<file path="src/cpu_subsystem_pkg.sv">
`default_nettype none

package cpu_subsystem_pkg;

	////////////////////
	// Address map

	localparam logic [15:0] SCROLL0_BASE   = 16'h0000;
	localparam logic [15:0] SCROLL1_BASE   = 16'h2000;
	localparam logic [15:0] OBJECT_BASE    = 16'h4000;
	localparam logic [15:0] LATCH0_ADDR    = 16'h6000;
	localparam logic [15:0] LATCH1_ADDR    = 16'h6001;
	localparam logic [15:0] BACKCOLOR_ADDR = 16'h6002;
	localparam logic [15:0] WDOG_ADDR      = 16'h7000;
	localparam logic [15:0] BANK_ADDR      = 16'h7000;
	localparam logic [15:0] IRQACK_ADDR    = 16'h7800;
	localparam logic [15:0] ROM_BASE       = 16'h8000;

	localparam logic [7:0] UNMAPPED_DATA = 8'hFF;
	localparam int         RESET_PULSE   = 16;

	////////////////////
	// Enums

	typedef enum logic [2:0] {
		T_SCROLL0   = 3'd0,
		T_SCROLL1   = 3'd1,
		T_OBJECT    = 3'd2,
		T_LATCH0    = 3'd3,
		T_LATCH1    = 3'd4,
		T_BACKCOLOR = 3'd5
	} vbus_target_e;

	typedef enum logic [1:0] {
		S_IDLE   = 2'd0,
		S_ROM    = 2'd1,
		S_SHARED = 2'd2,
		S_ACK    = 2'd3
	} dec_state_e;

	////////////////////
	// Bus structs

	// CPU side of a port
	typedef struct packed {
		logic        req;
		logic [15:0] addr;
		logic        we;
		logic [7:0]  wdata;
	} cpu_req_t;

	typedef struct packed {
		logic       ack;
		logic [7:0] rdata;
	} cpu_rsp_t;

	// Bit 15 carries the sub CPU bank
	typedef struct packed {
		logic        ce;
		logic [15:0] addr;
	} rom_req_t;

	typedef struct packed {
		logic         valid;
		vbus_target_e target;
		logic [12:0]  offset;
		logic         we;
		logic [7:0]   wdata;
	} vbus_t;

	typedef struct packed {
		logic         req;
		vbus_target_e target;
		logic [12:0]  offset;
		logic         we;
		logic [7:0]   wdata;
	} shared_req_t;

	typedef struct packed {
		logic       done;
		logic [7:0] rdata;
	} shared_rsp_t;

	// Maps a CPU address onto a video target
	// Sets req only on a hit
	function automatic shared_req_t shared_decode(input logic [15:0] addr, input logic we,
		input logic [7:0] wdata, input logic backcolor_en);
		shared_req_t r;
		r        = '0;
		r.offset = addr[12:0];
		r.we     = we;
		r.wdata  = wdata;
		if (addr[15:13] == SCROLL0_BASE[15:13]) begin
			r.req    = 1'b1;
			r.target = T_SCROLL0;
		end else if (addr[15:13] == SCROLL1_BASE[15:13]) begin
			r.req    = 1'b1;
			r.target = T_SCROLL1;
		end else if (addr[15:13] == OBJECT_BASE[15:13]) begin
			r.req    = 1'b1;
			r.target = T_OBJECT;
		end else if (addr == LATCH0_ADDR) begin
			r.req    = 1'b1;
			r.target = T_LATCH0;
		end else if (addr == LATCH1_ADDR) begin
			r.req    = 1'b1;
			r.target = T_LATCH1;
		end else if (backcolor_en && addr == BACKCOLOR_ADDR) begin
			r.req    = 1'b1;
			r.target = T_BACKCOLOR;
		end
		return r;
	endfunction

endpackage

`default_nettype wire

</file>
<file path="src/bus_slot_timer.sv">
`default_nettype none
`timescale 1ns/10ps

module bus_slot_timer #(
	parameter int SLOT_CYCLES = 4
) (
	input  logic clk_6m,
	input  logic rst,
	input  logic vblank,
	output logic slot_master,
	output logic slot_start,
	output logic frame_start
);

	localparam int CNT_W = $clog2(SLOT_CYCLES + 1);

	logic [CNT_W-1:0] slot_cnt;
	logic             vblank_d;

	// Master owns the first slot after reset
	always_ff @(posedge clk_6m) begin
		if (rst) begin
			slot_cnt    <= '0;
			slot_master <= 1'b1;
		end else if (slot_cnt == CNT_W'(SLOT_CYCLES - 1)) begin
			slot_cnt    <= '0;
			slot_master <= ~slot_master;
		end else begin
			slot_cnt <= slot_cnt + 1'b1;
		end
	end

	assign slot_start = (slot_cnt == '0);

	// Rising vblank gives a pulse one cycle later
	always_ff @(posedge clk_6m) begin
		if (rst) begin
			vblank_d    <= 1'b0;
			frame_start <= 1'b0;
		end else begin
			vblank_d    <= vblank;
			frame_start <= vblank & ~vblank_d;
		end
	end

endmodule

`default_nettype wire

</file>
<file path="src/cpu_subsystem.sv">
`default_nettype none
`timescale 1ns/10ps

module cpu_subsystem #(
	parameter int SLOT_CYCLES     = 4,
	parameter int WATCHDOG_FRAMES = 3
) (
	input  logic                       clk_6m,
	input  logic                       rst,
	input  logic                       vblank,
	input  cpu_subsystem_pkg::cpu_req_t m_cpu,
	output cpu_subsystem_pkg::cpu_rsp_t m_rsp,
	output cpu_subsystem_pkg::rom_req_t m_rom,
	input  logic [7:0]                 m_rom_data,
	input  cpu_subsystem_pkg::cpu_req_t s_cpu,
	output cpu_subsystem_pkg::cpu_rsp_t s_rsp,
	output cpu_subsystem_pkg::rom_req_t s_rom,
	input  logic [7:0]                 s_rom_data,
	output cpu_subsystem_pkg::vbus_t    vbus,
	input  logic [7:0]                 vbus_rdata,
	output logic                       m_irq,
	output logic                       s_irq,
	output logic                       cpu_reset
);

	import cpu_subsystem_pkg::*;

	logic        slot_master;
	logic        slot_start;
	logic        frame_start;
	logic        wdog_reset;
	shared_req_t m_sh_req;
	shared_rsp_t m_sh_rsp;
	shared_req_t s_sh_req;
	shared_rsp_t s_sh_rsp;

	// Watchdog pulls both CPUs into reset
	assign cpu_reset = rst | wdog_reset;

	////////////////////
	// Timing

	bus_slot_timer #(
		.SLOT_CYCLES(SLOT_CYCLES)
	) u_timer (
		.clk_6m(clk_6m),
		.rst(rst),
		.vblank(vblank),
		.slot_master(slot_master),
		.slot_start(slot_start),
		.frame_start(frame_start)
	);

	////////////////////
	// CPU ports

	master_addr_decoder #(
		.WATCHDOG_FRAMES(WATCHDOG_FRAMES)
	) u_master_dec (
		.clk_6m(clk_6m),
		.rst(rst),
		.frame_start(frame_start),
		.cpu(m_cpu),
		.rsp(m_rsp),
		.rom(m_rom),
		.rom_data(m_rom_data),
		.sh_req(m_sh_req),
		.sh_rsp(m_sh_rsp),
		.irq(m_irq),
		.wdog_reset(wdog_reset)
	);

	sub_addr_decoder u_sub_dec (
		.clk_6m(clk_6m),
		.rst(rst),
		.cpu_reset(cpu_reset),
		.frame_start(frame_start),
		.cpu(s_cpu),
		.rsp(s_rsp),
		.rom(s_rom),
		.rom_data(s_rom_data),
		.sh_req(s_sh_req),
		.sh_rsp(s_sh_rsp),
		.irq(s_irq)
	);

	// Shared video bus in alternate slots
	shared_bus_mux u_mux (
		.clk_6m(clk_6m),
		.rst(rst),
		.slot_master(slot_master),
		.slot_start(slot_start),
		.m_req(m_sh_req),
		.m_rsp(m_sh_rsp),
		.s_req(s_sh_req),
		.s_rsp(s_sh_rsp),
		.vbus(vbus),
		.vbus_rdata(vbus_rdata)
	);

endmodule

`default_nettype wire

</file>
<file path="src/master_addr_decoder.sv">
`default_nettype none
`timescale 1ns/10ps

module master_addr_decoder #(
	parameter int WATCHDOG_FRAMES = 3
) (
	input  logic                          clk_6m,
	input  logic                          rst,
	input  logic                          frame_start,
	input  cpu_subsystem_pkg::cpu_req_t    cpu,
	output cpu_subsystem_pkg::cpu_rsp_t    rsp,
	output cpu_subsystem_pkg::rom_req_t    rom,
	input  logic [7:0]                    rom_data,
	output cpu_subsystem_pkg::shared_req_t sh_req,
	input  cpu_subsystem_pkg::shared_rsp_t sh_rsp,
	output logic                          irq,
	output logic                          wdog_reset
);

	import cpu_subsystem_pkg::*;

	localparam int FRAME_W = $clog2(WATCHDOG_FRAMES + 1);
	localparam int PULSE_W = $clog2(RESET_PULSE + 1);

	dec_state_e       state;
	shared_req_t      sh_next;
	logic             accept;
	logic             wdog_kick;
	logic             irq_ack;
	logic [FRAME_W-1:0] frames;
	logic [PULSE_W-1:0] pulse_cnt;

	always_comb begin
		accept    = (state == S_IDLE) && cpu.req;
		sh_next   = shared_decode(cpu.addr, cpu.we, cpu.wdata, 1'b0);
		wdog_kick = accept && cpu.we && (cpu.addr == WDOG_ADDR);
		irq_ack   = accept && cpu.we && (cpu.addr == IRQACK_ADDR);
	end

	////////////////////
	// Access FSM

	always_ff @(posedge clk_6m) begin
		if (rst) begin
			state      <= S_IDLE;
			rsp.ack    <= 1'b0;
			rom.ce     <= 1'b0;
			sh_req.req <= 1'b0;
		end else begin
			case (state)
				S_IDLE: begin
					if (cpu.req) begin
						rsp.rdata <= UNMAPPED_DATA;
						if (cpu.addr >= ROM_BASE) begin
							// ROM writes are dropped
							if (cpu.we) begin
								state <= S_ACK;
							end else begin
								rom.ce   <= 1'b1;
								rom.addr <= {1'b0, cpu.addr[14:0]};
								state    <= S_ROM;
							end
						end else if (sh_next.req) begin
							sh_req <= sh_next;
							state  <= S_SHARED;
						end else begin
							state <= S_ACK;
						end
					end
				end
				S_ROM: begin
					rsp.rdata <= rom_data;
					rom.ce    <= 1'b0;
					state     <= S_ACK;
				end
				S_SHARED: begin
					if (sh_rsp.done) begin
						sh_req.req <= 1'b0;
						rsp.rdata  <= sh_rsp.rdata;
						rsp.ack    <= 1'b1;
						state      <= S_ACK;
					end
				end
				S_ACK: begin
					// Hold ack until the CPU lets go
					rsp.ack <= 1'b1;
					if (rsp.ack && !cpu.req) begin
						rsp.ack <= 1'b0;
						state   <= S_IDLE;
					end
				end
				default: state <= S_IDLE;
			endcase
		end
	end

	////////////////////
	// Irq and watchdog

	always_ff @(posedge clk_6m) begin
		if (rst) begin
			irq <= 1'b0;
		end else if (frame_start) begin
			irq <= 1'b1;
		end else if (irq_ack || wdog_reset) begin
			irq <= 1'b0;
		end
	end

	always_ff @(posedge clk_6m) begin
		if (rst) begin
			frames    <= '0;
			pulse_cnt <= '0;
		end else begin
			if (pulse_cnt != '0)
				pulse_cnt <= pulse_cnt - 1'b1;
			if (wdog_kick) begin
				frames <= '0;
			end else if (frame_start) begin
				if (frames == FRAME_W'(WATCHDOG_FRAMES - 1)) begin
					frames    <= '0;
					pulse_cnt <= PULSE_W'(RESET_PULSE);
				end else begin
					frames <= frames + 1'b1;
				end
			end
		end
	end

	assign wdog_reset = (pulse_cnt != '0);

endmodule

`default_nettype wire

</file>
<file path="src/shared_bus_mux.sv">
`default_nettype none
`timescale 1ns/10ps

module shared_bus_mux (
	input  logic                          clk_6m,
	input  logic                          rst,
	input  logic                          slot_master,
	input  logic                          slot_start,
	input  cpu_subsystem_pkg::shared_req_t m_req,
	output cpu_subsystem_pkg::shared_rsp_t m_rsp,
	input  cpu_subsystem_pkg::shared_req_t s_req,
	output cpu_subsystem_pkg::shared_rsp_t s_rsp,
	output cpu_subsystem_pkg::vbus_t       vbus,
	input  logic [7:0]                    vbus_rdata
);

	import cpu_subsystem_pkg::*;

	shared_req_t sel;
	logic        m_go;
	logic        s_go;
	logic        m_issued;
	logic        s_issued;
	logic        done_stb;
	logic        last_master;

	////////////////////
	// Slot arbitration

	// Strobe lands in the first cycle of the owner's slot
	always_comb begin
		m_go = slot_start && slot_master && m_req.req && !m_issued;
		s_go = slot_start && !slot_master && s_req.req && !s_issued;
		sel  = slot_master ? m_req : s_req;

		vbus.valid  = m_go || s_go;
		vbus.target = sel.target;
		vbus.offset = sel.offset;
		vbus.we     = sel.we;
		vbus.wdata  = sel.wdata;
	end

	always_ff @(posedge clk_6m) begin
		if (rst) begin
			m_issued    <= 1'b0;
			s_issued    <= 1'b0;
			done_stb    <= 1'b0;
			last_master <= 1'b0;
		end else begin
			done_stb <= vbus.valid;
			if (vbus.valid)
				last_master <= slot_master;

			// Issued flag holds until the decoder drops req
			if (m_go)
				m_issued <= 1'b1;
			else if (!m_req.req)
				m_issued <= 1'b0;

			if (s_go)
				s_issued <= 1'b1;
			else if (!s_req.req)
				s_issued <= 1'b0;
		end
	end

	////////////////////
	// Completion

	// Slave data is valid in the cycle after the strobe
	always_comb begin
		m_rsp.done  = done_stb && last_master;
		m_rsp.rdata = vbus_rdata;
		s_rsp.done  = done_stb && !last_master;
		s_rsp.rdata = vbus_rdata;
	end

endmodule

`default_nettype wire

</file>
<file path="src/sub_addr_decoder.sv">
`default_nettype none
`timescale 1ns/10ps

module sub_addr_decoder (
	input  logic                          clk_6m,
	input  logic                          rst,
	input  logic                          cpu_reset,
	input  logic                          frame_start,
	input  cpu_subsystem_pkg::cpu_req_t    cpu,
	output cpu_subsystem_pkg::cpu_rsp_t    rsp,
	output cpu_subsystem_pkg::rom_req_t    rom,
	input  logic [7:0]                    rom_data,
	output cpu_subsystem_pkg::shared_req_t sh_req,
	input  cpu_subsystem_pkg::shared_rsp_t sh_rsp,
	output logic                          irq
);

	import cpu_subsystem_pkg::*;

	dec_state_e  state;
	shared_req_t sh_next;
	logic        accept;
	logic        bank_wr;
	logic        irq_ack;
	logic        bank;

	// Sub CPU also reaches backcolor
	always_comb begin
		accept  = (state == S_IDLE) && cpu.req;
		sh_next = shared_decode(cpu.addr, cpu.we, cpu.wdata, 1'b1);
		bank_wr = accept && cpu.we && (cpu.addr == BANK_ADDR);
		irq_ack = accept && cpu.we && (cpu.addr == IRQACK_ADDR);
	end

	////////////////////
	// Access FSM

	always_ff @(posedge clk_6m) begin
		if (rst) begin
			state      <= S_IDLE;
			rsp.ack    <= 1'b0;
			rom.ce     <= 1'b0;
			sh_req.req <= 1'b0;
		end else begin
			case (state)
				S_IDLE: begin
					if (cpu.req) begin
						rsp.rdata <= UNMAPPED_DATA;
						if (cpu.addr >= ROM_BASE) begin
							if (cpu.we) begin
								state <= S_ACK;
							end else begin
								// Bank picks the upper half of the ROM
								rom.ce   <= 1'b1;
								rom.addr <= {bank, cpu.addr[14:0]};
								state    <= S_ROM;
							end
						end else if (sh_next.req) begin
							sh_req <= sh_next;
							state  <= S_SHARED;
						end else begin
							state <= S_ACK;
						end
					end
				end
				S_ROM: begin
					rsp.rdata <= rom_data;
					rom.ce    <= 1'b0;
					state     <= S_ACK;
				end
				S_SHARED: begin
					if (sh_rsp.done) begin
						sh_req.req <= 1'b0;
						rsp.rdata  <= sh_rsp.rdata;
						rsp.ack    <= 1'b1;
						state      <= S_ACK;
					end
				end
				S_ACK: begin
					rsp.ack <= 1'b1;
					if (rsp.ack && !cpu.req) begin
						rsp.ack <= 1'b0;
						state   <= S_IDLE;
					end
				end
				default: state <= S_IDLE;
			endcase
		end
	end

	////////////////////
	// Local registers

	// Both follow the CPU reset line
	always_ff @(posedge clk_6m) begin
		if (rst || cpu_reset) begin
			irq  <= 1'b0;
			bank <= 1'b0;
		end else begin
			if (frame_start)
				irq <= 1'b1;
			else if (irq_ack)
				irq <= 1'b0;
			if (bank_wr)
				bank <= cpu.wdata[0];
		end
	end

endmodule

`default_nettype wire
</file>
<file path="config.mk">
export PLATFORM = sky130hd
export DESIGN_NAME = cpu_subsystem
export DESIGN_NICKNAME = d
export VERILOG_FILES = /design/src/cpu_subsystem_pkg.sv /design/src/bus_slot_timer.sv /design/src/cpu_subsystem.sv /design/src/master_addr_decoder.sv /design/src/shared_bus_mux.sv /design/src/sub_addr_decoder.sv
export SDC_FILE = /design/constraint.sdc
export NUM_CORES = 1
export LEC_CHECK = 0
export ABC_AREA = 1
export BUFFER_PORTS_ARGS = -buffer_cell sky130_fd_sc_hd__buf_2
export CELL_PAD_IN_SITES_DETAIL_PLACEMENT = 0
export CELL_PAD_IN_SITES_GLOBAL_PLACEMENT = 1
export CORE_ASPECT_RATIO = 0.9
export CORE_MARGIN = 2
export CORE_UTILIZATION = 35
export DETAILED_ROUTE_END_ITERATION = 8
export PLACE_DENSITY_LB_ADDON = 0.1
export SETUP_SLACK_MARGIN = 0.15
export SLEW_MARGIN = 5
export SYNTH_ARGS = -nofsm -noshare
export SYNTH_HDL_FRONTEND = slang
export SYNTH_SLANG_ARGS = --single-unit
</file>
<file path="constraint.sdc">
create_clock -name clk_6m -period 5.4 [get_ports clk_6m]
set_clock_uncertainty 0.15 [all_clocks]
set_input_delay 1.08 -clock clk_6m [delete_from_list [all_inputs] [get_ports clk_6m]]
set_output_delay 1.08 -clock clk_6m [all_outputs]
set_load 0.1 [all_outputs]
</file>
==> metrics.md <==
| Metric | Value |
|---|---|
| Status | `finished, final reports clean` |
| Final hold violations | `0` |
| Transition time at the pin with the least slew margin | `1100 ps` |
| Most common flop cell mapped by yosys | `sky130_fd_sc_hd__edfxtp_1` |
| Number of flip-flops and latches in the synthesized netlist | `127` |
| Relative slew slack | `26.7%` |
| Clock transition at path regs | `60 ps` |
| Final RePlAce weighted congestion | `0.799` |
| Worst hold path depth | `1` |
| Distinct cell type count of the synthesized netlist | `35` |
| Final design utilization | `46.9%` |
| Clock tree from TritonCTS | `built` |
| Power density relative to cell area | `540 nW/um^2` |
| Die boundary width | `134 um` |
| Startpoint of the most critical hold path | `u_timer.vblank_d` |
| Starting utilization of the core area | `36.2%` |
| Sum Neg Setup Slack | `0 ps` |
| Number of slew-limit violations in the final report | `0` |
| Cell Rows | `42` |
| Hold crit path type | `register to register` |
| Synthesized instance count | `509` |
| Pin count of the biggest net entering global routing | `29` |
| Hold-fix buffer count after cts | `0` |
| Worst slack after detailed placement | `2100 ps` |
| Static Leak | `2.98 nW` |
| Biggest area contributors in the synthesized netlist | `sky130_fd_sc_hd__edfxtp_1 54%, sky130_fd_sc_hd__dfxtp_1 11%, sky130_fd_sc_hd__nand2_1 9.9%, sky130_fd_sc_hd__ha_1 3.5%, sky130_fd_sc_hd__nor2_1 3.3%` |
| Post-detail-place hpwl | `10100 um` |
| Port Buffer Count | `158` |
| H-Tree Level Count | `4` |
| Via-to-Cell Ratio | `4.57` |
| Worst EP arrival | `2300 ps` |
| Placed Instances | `854` |
| Grt ovf | `0` |
| Total of max-cap violations | `0` |
| Core Region | `14800 sq um` |
| Area of the die | `16300 sq um` |
| Cells on worst reg2reg path | `5` |
| Layout cells sized above 1 | `32.4%` |
| Share of synthesized registers carrying an async set or reset | `0%` |
| Nature of the critical path startpoint | `register` |
| Post-route cell area | `6950 sq um` |
| Worst setup slack after layout | `1870 ps` |
| Data required, critical path | `4170 ps` |
| Setup bufs post-CTS | `0` |
| Most used standard cell by instance count after synthesis | `sky130_fd_sc_hd__nand2_1` |
| Portion of synthesized cell area occupied by the leading cell type | `54.4%` |
| Die Span Y | `121 um` |
| Worst hold path endpoint | `u_timer.frame_start` |
| Total global-route track usage | `17.3%` |
| Wire length of the first global-routing pass | `21000 um` |
| Final wirelength | `13700 um` |
| Total standard cell area after synthesis | `5360 sq um` |
| Layout Area Growth over Synthesis | `29.8%` |
| Launch point of the worst reg-to-reg path | `u_master_dec.state[0]` |
| Final routed wire length divided by cell count | `15.4 um` |
| Final critical-path share of the clock period | `65.3%` |
| Violation count after the first detailed-routing iteration | `217` |
| Num Clock Sinks | `127` |
| Buffers from clock root to sink, at most | `2` |
| Placement Cell Area | `6370 sq um` |
| Num ports | `160` |
| Net count of the mapped netlist | `603` |
| Synth top cells by count | `142 x sky130_fd_sc_hd__nand2_1, 97 x sky130_fd_sc_hd__edfxtp_1, 47 x sky130_fd_sc_hd__nor2_1` |
| CTS root buf | `sky130_fd_sc_hd__clkbuf_16` |
| Sequential fraction of the synthesis area | `65.6%` |
| DRC viols | `0` |
| Endpoint class of the critical path | `output pin` |
| Setup-violating endpoint count in the final report | `0` |
| Area leader, netlist | `sky130_fd_sc_hd__edfxtp_1` |
| Nets | `769` |
| Antenna violation net count after detailed routing | `0` |
| Via count of the first global-routing pass | `4036` |
| Average size of a mapped cell | `10.5 sq um` |
| Skew-Pair Late Insertion Delay | `410 ps` |
| Final critical path time including I/O delays and setup | `3530 ps` |
| Vias after detailed routing | `4050` |
| Number of buffers added by the clock tree synthesis step | `17` |
| Peak supply drop | `0.233 mV` |
| Filler-free cell count of the finished design | `887` |
| Type of the worst setup path | `register to output pin` |
| Number of warnings issued by yosys | `0` |
| Number of gates given a new drive strength after cts | `0` |
| Number of synthesized flops with an enable pin | `97` |
| R2r setup slk | `2800 ps` |
| Number of antenna violations at the first check in global routing | `1` |
| Achievable clock frequency | `0.284 GHz` |
| Endpoint of the lowest-slack register-to-register path | `u_master_dec.rsp[4]` |
| Max FO, Critical Path | `28` |
| First-pass DRT Iterations | `5` |
| Setup repair after global routing missed its margin | `false` |
cell type report:
| class | count | area [sq um] |
|---|---|---|
| fill | 1445 | 7870 |
| sequential | 127 | 3510 |
| multi-input combinational | 321 | 1620 |
| timing repair buffer | 161 | 813 |
| clock buffer | 17 | 425 |
| tap | 198 | 248 |
| inverter | 47 | 176 |
| clock inverter | 15 | 151 |
| antenna | 1 | 2.50 |
per-stage QoR:
stage	power (mW)	hold slack (ps)
CTS	3.79	241
global placement	2.65	233
floorplan	2.40	223
detailed placement	2.66	233
global route	3.94	246
finish	3.75	242
state kept, by name, summed over array words and instances, names as in the netlist, 2 cells and up:
name                    flops
u_master_dec.pulse_cnt      5
u_timer.slot_cnt            3
u_sub_dec.state             2
u_master_dec.frames         2
u_master_dec.rom           16
u_sub_dec.sh_req           26
u_master_dec.sh_req        26
u_master_dec.state          2
u_sub_dec.rom              17
u_master_dec.rsp            9
u_sub_dec.rsp               9
placed cells by master (no fill, tap or decap), types with 3 or more instances in the layout:
master / Yosys / layout
sky130_fd_sc_hd__dfxtp_1: 30 / 30
sky130_fd_sc_hd__buf_2: 4 / 158
sky130_fd_sc_hd__ha_1: 15 / 15
sky130_fd_sc_hd__nand2_1: 142 / 142
sky130_fd_sc_hd__a21oi_1: 12 / 12
sky130_fd_sc_hd__nand3_2: 4 / 4
sky130_fd_sc_hd__o21ai_0: 16 / 16
sky130_fd_sc_hd__nand4_1: 4 / 4
sky130_fd_sc_hd__o21a_1: 3 / 3
sky130_fd_sc_hd__nand3_1: 29 / 29
sky130_fd_sc_hd__nor3_1: 12 / 11
sky130_fd_sc_hd__inv_6: 0 / 7
sky130_fd_sc_hd__clkbuf_16: 0 / 17
sky130_fd_sc_hd__inv_2: 5 / 5
sky130_fd_sc_hd__nor3_2: 2 / 3
sky130_fd_sc_hd__buf_4: 2 / 3
sky130_fd_sc_hd__inv_1: 42 / 42
sky130_fd_sc_hd__nor2_2: 10 / 10
sky130_fd_sc_hd__nor2_1: 47 / 47
sky130_fd_sc_hd__edfxtp_1: 97 / 97
cell families (layout without fill, tap and decap cells):
family	count (synthesis)	in the layout	synth area share [%]
buf+inv	61	240	4.51
other cells	1	2	0.0700
flops	127	127	65.6
xor+xnor	2	2	0.327
fa+ha+maj	15	15	3.50
simple gates	258	258	21.0
compound gates	45	45	5.02
report_power, final:
| group | leakage [nW] | switching (mW) | internal [mW] |
|---|---|---|---|
| logic | 1.57 | 1.05 | 0.291 |
| clock network | 0.280 | 0.468 | 0.649 |
| registers | 1.13 | 0.0663 | 1.23 |
| total | 2.98 | 1.58 | 2.17 |
worst max-delay path, cell delays in order (launching register included):
cell	delay, ps
sky130_fd_sc_hd__dfxtp_1	300
sky130_fd_sc_hd__buf_4	300
sky130_fd_sc_hd__inv_2	290
sky130_fd_sc_hd__nor3_2	250
sky130_fd_sc_hd__nand3_1	120
sky130_fd_sc_hd__inv_1	70
sky130_fd_sc_hd__nor2_1	50
sky130_fd_sc_hd__inv_1	60
sky130_fd_sc_hd__buf_2	420
worst max-delay path by stage:
| stage | start | to | cells past startpoint |
|---|---|---|---|
| after detailed placement | m_cpu[18] | u_master_dec.sh_req[4] | 8 |
| after floorplan | s_cpu[18] | u_sub_dec.sh_req[0] | 5 |
| after global placement | rst | u_sub_dec.sh_req[21] | 4 |
| after global routing | u_timer.slot_master | vbus[25] | 8 |
| final | u_timer.slot_master | vbus[25] | 8 |
| after CTS | u_timer.slot_master | vbus[25] | 8 |
routing by layer:
metal  vias to the layer above  wire length [um]  track usage, %
met5                         -                 0               0
met4                         0               157            6.71
met3                        15               849            4.80
met2                       110              6330            27.0
met1                      1880              6320            22.9
li1                       2045                 -               -
No activity file was read; power rests on OpenSTA's default activity.
